`config.mk`:
```
export PLATFORM = sky130hd
export DESIGN_NAME = ch_est_ctrl_top
export DESIGN_NICKNAME = d
export VERILOG_FILES = /design/src/logic/ch_est_pkg.sv /design/src/logic/slot_mult_sched.sv /design/src/logic/pilot_addr_gen.sv /design/src/logic/interp_sched.sv /design/src/logic/out_sel_seq.sv /design/src/logic/ch_est_ctrl_top.sv
export SDC_FILE = /design/constraint.sdc
export NUM_CORES = 1
export LEC_CHECK = 0
export ABC_AREA = 1
export BUFFER_PORTS_ARGS = -buffer_cell sky130_fd_sc_hd__clkbuf_2
export CORE_MARGIN = 2
export CORE_UTILIZATION = 45
export DETAILED_ROUTE_END_ITERATION = 10
export PLACE_DENSITY = 0.77
export SYNTH_ARGS = -nofsm -noshare
export SYNTH_HDL_FRONTEND = slang
export SYNTH_SLANG_ARGS = --single-unit
```
`constraint.sdc`:
```
create_clock -name clk -period 1.2 [get_ports clk]
set_input_delay 0.24 -clock clk [delete_from_list [all_inputs] [get_ports clk]]
set_output_delay 0.24 -clock clk [all_outputs]
set_load 0.02 [all_outputs]
```
`src/logic/ch_est_pkg.sv`:
```
`default_nettype none

package ch_est_pkg;

    // ========================================
    // output mux select sequences
    // ========================================

    // bits per select step
    localparam int sel_w = 2;
    // six steps per word
    localparam int seq_len = 12;

    // shift-0 pattern, index 0 feeds s_h1, index 1 feeds s_h2
    // lowest group is played first
    localparam logic [1:0][seq_len-1:0] seq_words = {
        12'b10_11_00_00_01_00,
        12'b01_11_10_11_01_00
    };

    // demapper pilot columns, one per burst of a slot
    localparam logic [3:0][3:0] col_table = {4'd13, 4'd12, 4'd6, 4'd5};

    // ========================================
    // FSM state types
    // ========================================

    // multiply burst, store on first slot, accumulate on second
    typedef enum logic [1:0] {
        idle       = 2'b00,
        mult_store = 2'b01,
        mult_add   = 2'b11
    } mult_state_e;

    // adder 1 for shift 0
    typedef enum logic [3:0] {
        a1_idle    = 4'b0000,
        a1_e2      = 4'b0010,
        a1_2e2     = 4'b0011,
        a1_e2_2e3  = 4'b0001,
        a1_e2_2e4  = 4'b0100,
        a1_2e2_5e4 = 4'b0101
    } a1_state_e;

    // adder 2 for shift 0
    typedef enum logic [3:0] {
        a2_idle   = 4'b0000,
        a2_2e1_e3 = 4'b0001,
        a2_e1_2e3 = 4'b0011,
        a2_2e2_e3 = 4'b0010,
        a2_2e2_e4 = 4'b0100,
        a2_5e4    = 4'b0101,
        a2_4e4_e2 = 4'b0111
    } a2_state_e;

    // ========================================
    // bundles between blocks
    // ========================================

    // burst position, seen by the address generator
    typedef struct packed {
        logic       active;
        logic [1:0] cnt;
    } burst_t;

    // input mux selects of one adder
    typedef struct packed {
        logic [2:0] sel_a;
        logic [2:0] sel_b;
    } adder_sel_t;

    // intermediate estimate register enables
    typedef struct packed {
        logic en_e;
        logic en_2e;
        logic en_5e;
    } reg_en_t;

endpackage

`default_nettype wire

```
`src/logic/slot_mult_sched.sv`:
```
`timescale 1ns/100ps
`default_nettype none

module slot_mult_sched (
    input  wire                clk,
    input  wire                rst,
    input  wire                demap_ready,
    input  wire                nrs_gen_ready,
    output ch_est_pkg::burst_t burst,
    output logic               demap_read,
    output logic               est_ack_nrs,
    output logic [1:0]         addr_mem,
    output logic               mult_mem_en,
    output logic               avg_mem_en,
    output logic               e3_ready,
    output logic               est_ack_demap
);

    ch_est_pkg::mult_state_e cs;
    ch_est_pkg::mult_state_e ns;
    logic [1:0]              cnt;
    logic                    first_slot;
    logic                    active;

    // ========================================
    // burst FSM
    // ========================================

    always_ff @(posedge clk or negedge rst) begin
        if (!rst) begin
            cs <= ch_est_pkg::idle;
        end else begin
            cs <= ns;
        end
    end

    always_comb begin
        case (cs)
            ch_est_pkg::idle: begin
                // ready only looked at here, no back-pressure
                if (demap_ready && nrs_gen_ready) begin
                    ns = first_slot ? ch_est_pkg::mult_store : ch_est_pkg::mult_add;
                end else begin
                    ns = ch_est_pkg::idle;
                end
            end
            ch_est_pkg::mult_store,
            ch_est_pkg::mult_add: begin
                // two cycles per burst, ends on odd count
                ns = cnt[0] ? ch_est_pkg::idle : cs;
            end
            default: ns = ch_est_pkg::idle;
        endcase
    end

    assign active = (cs == ch_est_pkg::mult_store) || (cs == ch_est_pkg::mult_add);

    // ========================================
    // burst counter and slot toggle
    // ========================================

    always_ff @(posedge clk or negedge rst) begin
        if (!rst) begin
            cnt        <= 2'd0;
            first_slot <= 1'b1;
        end else if (active) begin
            // free-running wrap, four active cycles per slot half
            cnt <= cnt + 2'd1;
            // flip after the second burst
            if (cnt == 2'd3) begin
                first_slot <= ~first_slot;
            end
        end
    end

    // memory write enables, one cycle behind the multiply
    always_ff @(posedge clk or negedge rst) begin
        if (!rst) begin
            mult_mem_en <= 1'b0;
            avg_mem_en  <= 1'b0;
        end else begin
            mult_mem_en <= (cs == ch_est_pkg::mult_store);
            avg_mem_en  <= (cs == ch_est_pkg::mult_add);
        end
    end

    assign burst.active  = active;
    assign burst.cnt     = cnt;
    assign demap_read    = active;
    assign est_ack_nrs   = active;
    assign addr_mem      = cnt;
    // third estimate lands on the first cycle of the last add burst
    assign e3_ready      = (cs == ch_est_pkg::mult_add) && (cnt == 2'd2);
    assign est_ack_demap = e3_ready;

    // burst boundaries stay aligned to counter pairs
    a_burst_even_start : assert property (
        @(posedge clk) disable iff (!rst)
        $rose(active) |-> !cnt[0]
    );

endmodule

`default_nettype wire

```
`src/logic/pilot_addr_gen.sv`:
```
`timescale 1ns/100ps
`default_nettype none

module pilot_addr_gen #(
    parameter int nrs_addr_w = 4
) (
    input  wire                    clk,
    input  wire                    rst,
    input  wire ch_est_pkg::burst_t burst,
    output logic [3:0]             col,
    output logic [1:0]             nrs_index_addr,
    output logic [nrs_addr_w-1:0]  rd_addr_nrs
);

    logic [1:0] col_idx;

    // ========================================
    // demapper column
    // ========================================

    // next column after the second cycle of a burst
    always_ff @(posedge clk or negedge rst) begin
        if (!rst) begin
            col_idx <= 2'd0;
        end else if (burst.active && burst.cnt[0]) begin
            col_idx <= col_idx + 2'd1;
        end
    end

    assign col = ch_est_pkg::col_table[col_idx];

    // ========================================
    // pilot memory addresses
    // ========================================

    // index to the pilot index gen, read address two words per pilot
    always_ff @(posedge clk or negedge rst) begin
        if (!rst) begin
            nrs_index_addr <= 2'd0;
            rd_addr_nrs    <= '0;
        end else if (burst.active) begin
            nrs_index_addr <= nrs_index_addr + 2'd1;
            rd_addr_nrs    <= rd_addr_nrs + nrs_addr_w'(2);
        end
    end

endmodule

`default_nettype wire

```
`src/logic/interp_sched.sv`:
```
`timescale 1ns/100ps
`default_nettype none

module interp_sched (
    input  wire                    clk,
    input  wire                    rst,
    input  wire                    e3_ready,
    output ch_est_pkg::adder_sel_t sel_a1,
    output ch_est_pkg::adder_sel_t sel_a2,
    output ch_est_pkg::reg_en_t    reg_en,
    output logic                   valid_eqlz,
    output logic                   load_sel
);

    ch_est_pkg::a1_state_e cs_a1;
    ch_est_pkg::a1_state_e ns_a1;
    ch_est_pkg::a2_state_e cs_a2;
    ch_est_pkg::a2_state_e ns_a2;
    logic                  go_1;

    // ========================================
    // adder state registers
    // ========================================

    always_ff @(posedge clk or negedge rst) begin
        if (!rst) begin
            cs_a1 <= ch_est_pkg::a1_idle;
            cs_a2 <= ch_est_pkg::a2_idle;
        end else begin
            cs_a1 <= ns_a1;
            cs_a2 <= ns_a2;
        end
    end

    // adder 1, holds a1_e2_2e3 until go_1
    always_comb begin
        case (cs_a1)
            ch_est_pkg::a1_idle:
                ns_a1 = e3_ready ? ch_est_pkg::a1_e2 : ch_est_pkg::a1_idle;
            ch_est_pkg::a1_e2:      ns_a1 = ch_est_pkg::a1_2e2;
            ch_est_pkg::a1_2e2:     ns_a1 = ch_est_pkg::a1_e2_2e3;
            ch_est_pkg::a1_e2_2e3:
                ns_a1 = go_1 ? ch_est_pkg::a1_e2_2e4 : ch_est_pkg::a1_e2_2e3;
            ch_est_pkg::a1_e2_2e4:  ns_a1 = ch_est_pkg::a1_2e2_5e4;
            ch_est_pkg::a1_2e2_5e4: ns_a1 = ch_est_pkg::a1_idle;
            default:                ns_a1 = ch_est_pkg::a1_idle;
        endcase
    end

    // adder 2, straight six-step run
    always_comb begin
        case (cs_a2)
            ch_est_pkg::a2_idle:
                ns_a2 = e3_ready ? ch_est_pkg::a2_2e1_e3 : ch_est_pkg::a2_idle;
            ch_est_pkg::a2_2e1_e3: ns_a2 = ch_est_pkg::a2_e1_2e3;
            ch_est_pkg::a2_e1_2e3: ns_a2 = ch_est_pkg::a2_2e2_e3;
            ch_est_pkg::a2_2e2_e3: ns_a2 = ch_est_pkg::a2_2e2_e4;
            ch_est_pkg::a2_2e2_e4: ns_a2 = ch_est_pkg::a2_5e4;
            ch_est_pkg::a2_5e4:    ns_a2 = ch_est_pkg::a2_4e4_e2;
            ch_est_pkg::a2_4e4_e2: ns_a2 = ch_est_pkg::a2_idle;
            default:               ns_a2 = ch_est_pkg::a2_idle;
        endcase
    end

    // one-cycle pulse, delays adder 1 so 2e3 is in its register
    always_ff @(posedge clk or negedge rst) begin
        if (!rst) begin
            go_1 <= 1'b0;
        end else if (go_1) begin
            go_1 <= 1'b0;
        end else if (cs_a1 == ch_est_pkg::a1_e2_2e3) begin
            go_1 <= 1'b1;
        end
    end

    // ========================================
    // mux selects and register enables
    // ========================================

    always_comb begin
        case (cs_a1)
            ch_est_pkg::a1_e2:      sel_a1 = '{sel_a: 3'b000, sel_b: 3'b000};
            ch_est_pkg::a1_2e2:     sel_a1 = '{sel_a: 3'b001, sel_b: 3'b000};
            ch_est_pkg::a1_e2_2e3:  sel_a1 = '{sel_a: 3'b011, sel_b: 3'b001};
            ch_est_pkg::a1_e2_2e4:  sel_a1 = '{sel_a: 3'b011, sel_b: 3'b011};
            ch_est_pkg::a1_2e2_5e4: sel_a1 = '{sel_a: 3'b010, sel_b: 3'b010};
            // idle parks both muxes
            default:                sel_a1 = '{sel_a: 3'b111, sel_b: 3'b111};
        endcase
    end

    always_comb begin
        case (cs_a2)
            ch_est_pkg::a2_2e1_e3: sel_a2 = '{sel_a: 3'b000, sel_b: 3'b000};
            ch_est_pkg::a2_e1_2e3: sel_a2 = '{sel_a: 3'b001, sel_b: 3'b001};
            ch_est_pkg::a2_2e2_e3: sel_a2 = '{sel_a: 3'b011, sel_b: 3'b000};
            ch_est_pkg::a2_2e2_e4: sel_a2 = '{sel_a: 3'b011, sel_b: 3'b011};
            ch_est_pkg::a2_5e4:    sel_a2 = '{sel_a: 3'b010, sel_b: 3'b011};
            ch_est_pkg::a2_4e4_e2: sel_a2 = '{sel_a: 3'b010, sel_b: 3'b010};
            default:               sel_a2 = '{sel_a: 3'b111, sel_b: 3'b111};
        endcase
    end

    // enable in the state after the sum is formed
    assign reg_en.en_e  = (cs_a1 == ch_est_pkg::a1_2e2);
    assign reg_en.en_2e = (cs_a2 == ch_est_pkg::a2_2e2_e3);
    assign reg_en.en_5e = (cs_a2 == ch_est_pkg::a2_4e4_e2);

    // sequencers load one cycle ahead of their first step
    assign load_sel = (cs_a1 == ch_est_pkg::a1_e2);

    // ========================================
    // equaliser valid window
    // ========================================

    always_ff @(posedge clk or negedge rst) begin
        if (!rst) begin
            valid_eqlz <= 1'b0;
        end else if (cs_a2 == ch_est_pkg::a2_4e4_e2) begin
            valid_eqlz <= 1'b0;
        end else if (e3_ready) begin
            valid_eqlz <= 1'b1;
        end
    end

    // one interpolation in flight, slot spacing from the multiply side
    a_e3_while_busy : assert property (
        @(posedge clk) disable iff (!rst)
        e3_ready |-> (cs_a2 == ch_est_pkg::a2_idle)
    );

endmodule

`default_nettype wire

```
`src/logic/out_sel_seq.sv`:
```
`timescale 1ns/100ps
`default_nettype none

module out_sel_seq #(
    parameter int word_idx = 0
) (
    input  wire                          clk,
    input  wire                          rst,
    input  wire                          load_sel,
    output logic [ch_est_pkg::sel_w-1:0] s_h
);

    logic [ch_est_pkg::seq_len-1:0] seq;

    // ========================================
    // select word shift register
    // ========================================

    // zeros shift in, so the mux falls back to 00 when done
    always_ff @(posedge clk or negedge rst) begin
        if (!rst) begin
            seq <= '0;
        end else if (load_sel) begin
            seq <= ch_est_pkg::seq_words[word_idx];
        end else begin
            seq <= seq >> ch_est_pkg::sel_w;
        end
    end

    // current step
    assign s_h = seq[ch_est_pkg::sel_w-1:0];

endmodule

`default_nettype wire

```
`src/logic/ch_est_ctrl_top.sv`:
```
`timescale 1ns/100ps
`default_nettype none

module ch_est_ctrl_top #(
    parameter int nrs_addr_w = 4
) (
    input  wire                          clk,
    input  wire                          rst,
    input  wire                          demap_ready,
    input  wire                          nrs_gen_ready,
    output logic [3:0]                   col,
    output logic [1:0]                   nrs_index_addr,
    output logic [nrs_addr_w-1:0]        rd_addr_nrs,
    output logic                         demap_read,
    output logic                         est_ack_nrs,
    output logic                         est_ack_demap,
    output logic [1:0]                   addr_mem,
    output logic                         mult_mem_en,
    output logic                         avg_mem_en,
    output logic                         valid_eqlz,
    output ch_est_pkg::adder_sel_t       sel_a1,
    output ch_est_pkg::adder_sel_t       sel_a2,
    output ch_est_pkg::reg_en_t          reg_en,
    output logic [ch_est_pkg::sel_w-1:0] s_h1,
    output logic [ch_est_pkg::sel_w-1:0] s_h2
);

    ch_est_pkg::burst_t                   burst;
    logic                                 e3_ready;
    logic                                 load_sel;
    logic [1:0][ch_est_pkg::sel_w-1:0]    s_h;

    // ========================================
    // multiply side
    // ========================================

    slot_mult_sched u_mult (
        .clk           (clk),
        .rst           (rst),
        .demap_ready   (demap_ready),
        .nrs_gen_ready (nrs_gen_ready),
        .burst         (burst),
        .demap_read    (demap_read),
        .est_ack_nrs   (est_ack_nrs),
        .addr_mem      (addr_mem),
        .mult_mem_en   (mult_mem_en),
        .avg_mem_en    (avg_mem_en),
        .e3_ready      (e3_ready),
        .est_ack_demap (est_ack_demap)
    );

    pilot_addr_gen #(
        .nrs_addr_w (nrs_addr_w)
    ) u_addr (
        .clk            (clk),
        .rst            (rst),
        .burst          (burst),
        .col            (col),
        .nrs_index_addr (nrs_index_addr),
        .rd_addr_nrs    (rd_addr_nrs)
    );

    // ========================================
    // interpolation side
    // ========================================

    interp_sched u_interp (
        .clk        (clk),
        .rst        (rst),
        .e3_ready   (e3_ready),
        .sel_a1     (sel_a1),
        .sel_a2     (sel_a2),
        .reg_en     (reg_en),
        .valid_eqlz (valid_eqlz),
        .load_sel   (load_sel)
    );

    // one sequencer per output mux
    for (genvar i = 0; i < 2; i++) begin : g_seq
        out_sel_seq #(
            .word_idx (i)
        ) u_seq (
            .clk      (clk),
            .rst      (rst),
            .load_sel (load_sel),
            .s_h      (s_h[i])
        );
    end

    assign s_h1 = s_h[0];
    assign s_h2 = s_h[1];

endmodule

`default_nettype wire

```
==> results of run 1 <==
[metrics by stage]
step | std cells | cell area [sq um] | TNS [ns]
5_1_grt | 286 | 2590 | -5.48
3_3_place_gp | 256 | 1940 | 0
4_1_cts | 280 | 2390 | -3.67
2_1_floorplan | 172 | 1700 | -0.0257
3_5_place_dp | 256 | 1940 | 0
6_report | 286 | 2590 | -3.70
[cell usage in the layout (no fill, tap or decap), types with 3 or more instances in the layout]
cell type | Yosys | layout
dfrtp_1 | 37 | 33
buf_4 | 11 | 21
inv_2 | 4 | 9
clkbuf_8 | 0 | 11
o21ai_1 | 3 | 3
nor2_1 | 12 | 6
nor2_4 | 10 | 13
inv_4 | 0 | 3
nor2_2 | 0 | 3
inv_1 | 30 | 22
clkbuf_2 | 0 | 15
nand2_2 | 0 | 8
a21oi_1 | 6 | 4
buf_6 | 0 | 17
nand2_1 | 35 | 23
xor2_1 | 4 | 4
dfrtp_2 | 0 | 4
nand2_4 | 1 | 5
buf_8 | 0 | 12
[how the worst max path moves through the flow]
stage	to	start	cells after the start	slack, ns
3_5_place_dp	sel_a1[0]	u_interp.cs_a1[2]$_DFF_PN0_	4	0.005
6_report	sel_a2[2]	u_interp.cs_a2[2]$_DFF_PN0_	6	-0.27
3_3_place_gp	est_ack_demap	u_mult.addr_mem[0]$_DFFE_PN0N_	5	0.02
2_1_floorplan	sel_a1[5]	u_interp.cs_a1[1]$_DFF_PN0_	6	-0.03
5_1_grt	sel_a1[0]	u_interp.cs_a1[2]$_DFF_PN0_	4	-0.34
4_1_cts	reg_en[2]	u_interp.cs_a1[2]$_DFF_PN0_	4	-0.26
[per-layer routing]
layer	GRT usage (%)	part of all wire, %	vias up
met3	3.94	4.2	6
met5	0	0	-
met1	19.1	39	653
met4	5.99	0.96	0
li1	-	-	623
met2	31.3	56	31
[cells in the mapped netlist]
master,instances
xnor2_1,2
nand4_1,1
o21ai_0,1
buf_4,11
nor2_1,12
inv_1,30
a21oi_1,6
clkbuf_1,1
o21ai_1,3
o211ai_1,1
xor2_1,4
nand3_1,5
nor2_4,10
conb_1,2
dfstp_2,1
inv_2,4
dfrtp_1,37
ha_1,4
nand2_4,1
buf_12,1
nand2_1,35
[sequential cells by signal (all words and copies together), names as in the netlist]
register               cells
g_seq.u_seq.seq           16
u_addr.rd_addr_nrs         3
u_interp.cs_a1             3
u_interp.cs_a2             3
u_addr.col_idx             2
u_addr.nrs_index_addr      2
u_mult.addr_mem            2
u_mult.cs                  2
u_interp.go_1              1
u_interp.valid_eqlz        1
u_mult.avg_mem_en          1
u_mult.first_slot          1
u_mult.mult_mem_en         1
[critical path, cell delays in order (launching register included)]
cell and delay (ns):
dfrtp_2 0.45, inv_2 0.09, nand2_2 0.06, nand2_2 0.07
nand2_2 0.07, inv_2 0.09, buf_8 0.12
[kinds of logic (layout without fill, tap and decap cells)]
family          count (synthesis)  count (layout)
simple gates                   64              64
fa+ha+maj                       4               4
flops                          38              38
compound gates                 11              11
other cells                     2               2
buf+inv                        47             113
xor+xnor                        6               6
[final cells by class]
cell class / instances / area [sq um] / share of cell area, %
Multi-Input combinational cell: 87 / 646 / 24.9
Sequential cell: 38 / 957 / 37.0
Clock buffer: 8 / 110 / 4.25
Inverter: 34 / 135 / 5.22
Tap cell: 48 / 60.1 / 2.32
Timing Repair Buffer: 71 / 681 / 26.3
[where the power goes]
group	total, W	switching, W	internal, W
clock network	0.000980	0.000401	0.000579
logic	0.00447	0.00227	0.00220
registers	0.00206	0.000348	0.00171
total	0.00751	0.00301	0.00449
[timing repair]
action                                  4_1_cts  5_1_grt
hold buffers                                  1        0
setup buffers                                15       10
endpoints found under the setup margin       21       36
gates resized for setup                      51       59
endpoints found under the hold margin        37        0
pin swaps                                    11       10
cloned                                        0        0
==> impl_metrics.yaml, run 1 <==
global_routing:
  grt_pass1_vias: 1343
  grt_max_degree: 39
  grt.total_usage_pct: 17.0
  overflow: 0
  antenna_found_initial: 0
  grt_pass1_wl_um: 5620
synthesis:
  synth-xor-area-share_pct: 3.12
  postSynthAreaPerCell_sq_um: 9.80
  muxShareOfSynthArea_pct: 0
  synth_top_area_share_pct: 54.9
  synth-seq-cells: 38
  synth_area_sq_um: 1690
  ys_seq_area_share_pct: 56.5
  synth_top_area_cell: "dfrtp_1"
  synth-compound-area-share_pct: 3.41
  ys_warn_count: 0
  synth.net_count: 180
  synthTopCellsByArea: "dfrtp_1 (55%), nand2_1 (7.8%), inv_1 (6.7%)"
  synth.distinct_cells: 21
  synth-simple-area-share_pct: 19.7
  synth_top_family_by_area: "simple AND/OR/NAND/NOR gates"
  synth_fa_ha_area_share_pct: 2.97
  syn_inst: 172
critical_path:
  endpoint_kind: "output pin"
  timing.rr.start: "u_interp.cs_a1[0]$_DFF_PN0_"
  critical_path_class: "register to output pin"
  crit_fanout: 4
  cp.arrival_ns: 1.23
  start_kind: "register"
  r2r_end: "g_seq[0].u_seq.seq[4]$_DFF_PN0_"
  r2r_slack_ns: 0.01
  reg2reg_depth: 7
  cp_data_required_time_ns: 0.96
power:
  total_power_w: 0.00751
  power_leakage_nw: 1.32
  ir_worst_vdd_mv: 1.07
  p_per_area_nw_per_um2: 2900
floorplanning:
  die_y_um: 65.2
  rows: 22
  die_area_sq_um: 4250
  start_util_pct: 46.4
  die-width_um: 65.2
  core_sq_um: 3630
  num_io_pins: 41
clock_network:
  htree_levels: 2
  cts-root-buf: "clkbuf_8"
  clkLatencyLatePin_ns: 0.28
  cts_buffers: 5
  cts.sinks: 38
  cts_tree: "built"
  cts.clk_slew.worst_paths_ns: 0.07
  cts_buffer_depth: 2
final_layout:
  diodes: 0
  drive_gt1_share_pct: 55.5
  area_growth_pct: 53.6
  fill_cells: 233
  nets: 245
  fin_util_pct: 71.2
hold_path:
  min-delay-start: "nrs_gen_ready"
  hold_class: "input port to register"
  holdPathEnd: "u_mult.cs[1]$_DFFE_PN0P_"
  min_path_cells: 3
timing:
  fin_crit_sh_pct: 123
  period_needed_ns: 1.47
  fin_ws_ns: -0.274
  fmax_ghz: 0.678
  skew_ns: 0.00452
  slew_viol_final: 0
  finalSetupViolCount: 20
  rsz0062_at_grt: "true"
  fin_hold_ws_ns: 0.219
  hold_viol: 0
routing:
  drt_first_pass_iters: 4
  wirelength_um: 3640
  vias_per_cell: 4.59
  drt_first_iter_violations: 71
  final_antenna_net_count: 0
  wl_per_cell_um: 12.7
  drc: 0
  vias: 1313
status:
  violations: "setup timing"
  status: "finished with violations"
flow_run:
  drv_cap: 0
placed_design:
  dpl_worst_slack_ns: 0.00463
  dp_hpwl_um: 1870
  gp_congestion: 0.931
  port-buffer-count: 38
(Power assumes the default switching activity.)
==> inputs of run 2 (changes only) <==
- CELL_PAD_IN_SITES_DETAIL_PLACEMENT: not set -> 0
- CELL_PAD_IN_SITES_GLOBAL_PLACEMENT: not set -> 1
- CORE_UTILIZATION: 45 -> 39
- PLACE_DENSITY: 0.77 -> 0.85
- RECOVER_POWER: not set -> 50
==> impl_metrics.yaml, run 2 (synthesized netlist as in run 1, its figures left out) <==
global_routing:
  grt_max_degree: 39
  antenna_found_initial: 0
  grt.total_usage_pct: 14.4
  grt_pass1_wl_um: 5430
  overflow: 0
  grt_pass1_vias: 1235
placed_design:
  dp_hpwl_um: 2020
  port-buffer-count: 38
  dpl_worst_slack_ns: 0.0145
  gp_congestion: 0.757
clock_network:
  cts_buffers: 5
  cts_tree: "built"
  clkLatencyLatePin_ns: 0.29
  cts_buffer_depth: 2
  cts.sinks: 38
  htree_levels: 2
  cts-root-buf: "clkbuf_8"
  cts.clk_slew.worst_paths_ns: 0.07
critical_path:
  r2r_slack_ns: -0.06
  critical_path_class: "register to output pin"
  crit_start: "u_interp.cs_a1[2]$_DFF_PN0_"
  r2r_end: "g_seq[0].u_seq.seq[1]$_DFF_PN0_"
  crit_fanout: 6
  cp.arrival_ns: 1.27
  endpoint_kind: "output pin"
  cp_data_required_time_ns: 0.96
  reg2reg_depth: 7
  timing.rr.start: "u_interp.cs_a1[1]$_DFF_PN0_"
  start_kind: "register"
final_layout:
  diodes: 0
  drive_gt1_share_pct: 53.6
  regMostFlops: "g_seq.u_seq.seq"
  area_growth_pct: 50.9
  multiInputGateArea_sq_um: 639
  register_area_sq_um: 957
  final_common_cell: "dfrtp_1"
  nets: 244
  fill_cells: 328
  largest_register_ffs: 16
  final_cell_mix: "dfrtp_1 (33), nand2_1 (24), inv_1 (22)"
hold_path:
  hold_class: "input port to register"
  min_path_cells: 3
  holdPathEnd: "u_mult.cs[1]$_DFFE_PN0P_"
  min-delay-start: "nrs_gen_ready"
floorplanning:
  core_sq_um: 4090
  die_area_sq_um: 4860
  rows: 23
  num_io_pins: 41
  die_y_um: 69.7
  start_util_pct: 41.2
  die-width_um: 69.7
status:
  status: "finished with violations"
  violations: "setup timing"
flow_run:
  drv_cap: 0
timing:
  slew_viol_final: 0
  fin_ws_ns: -0.313
  relSlewSlack_pct: 66.7
  fin_crit_sh_pct: 126
  hold_viol: 0
  worst_pin_slew_ns: 0.500
  fin_hold_ws_ns: 0.207
  period_needed_ns: 1.51
  rsz0062_at_grt: "true"
  skew_ns: 0.00615
  fmax_ghz: 0.661
  finalSetupViolCount: 31
routing:
  drt_first_iter_violations: 50
  drt_first_pass_iters: 4
  drc: 0
  final_antenna_net_count: 0
  vias_per_cell: 4.53
  vias: 1300
  wl_per_cell_um: 12.0
  wirelength_um: 3460
power:
  power_leakage_nw: 1.29
  p_per_area_nw_per_um2: 2850
  ir_worst_vdd_mv: 1.20
[run 2: cell count changes in the layout (fill, tap and decap cells not counted), sizes merged]
| cell | delta |
|---|---|
| buf | -6 |
| clkbuf | +5 |
[run 2: critical path: stages, from the launching register on]
cell and delay (ns):
dfrtp_2 0.48, inv_4 0.11, nand3_2 0.07, o211ai_1 0.13
buf_4 0.19
[run 2: metal layers]
layer  share of wire, %  vias up  GRT usage [%]
met1                 39      637           16.1
met2                 55       31           23.9
met3                4.4        9           5.52
met4                2.3        0           7.26
met5                  0        -              0
li1                   -      623              -
[run 2: worst max-delay path by stage]
stage	endpoint	cells past startpoint
floorplan	sel_a1[5]	6
finish	sel_a1[0]	4
CTS	sel_a1[3]	6
global route	sel_a2[2]	6
global placement	sel_a1[0]	4
detailed placement	sel_a1[0]	4
[run 2: metrics by stage]
step / instances / power [W] / setup TNS (ns) / utilization, % / area (sq um)
floorplan: 172 / 0.00396 / -0.0257 / - / 1700
global placement: 262 / 0.00470 / 0 / 48.2 / 1970
detailed placement: 262 / 0.00475 / 0 / 48.2 / 1970
CTS: 282 / 0.00660 / -4.08 / 58.2 / 2380
global route: 287 / 0.00766 / -6.28 / 62.2 / 2540
finish: 287 / 0.00724 / -4.58 / 62.2 / 2540
[run 2: power breakdown]
part / internal [W] / leakage (nW) / switching [W]
clock: 0.000412 / 0.0395 / 0.000412
combinational: 0.00214 / 0.757 / 0.00222
sequential: 0.00171 / 0.492 / 0.000352
[run 2: repair_timing]
| action | 4_1_cts | 5_1_grt |
|---|---|---|
| hold endpoints to repair | 37 | 0 |
| gates resized for setup | 62 | 51 |
| buffers inserted | 11 | 9 |
| setup endpoints to repair | 22 | 32 |
| hold buffers | 1 | 0 |
| pin swaps | 10 | 13 |
[run 2: final cells by class]
| cell class | instances | share of cell area [%] |
|---|---|---|
| inverters | 34 | 5.41 |
| clock buffers | 8 | 3.15 |
| repair buffers | 70 | 26.2 |
| multi-input cells | 87 | 25.1 |
| well taps | 50 | 2.46 |
| flip-flops and latches | 38 | 37.6 |
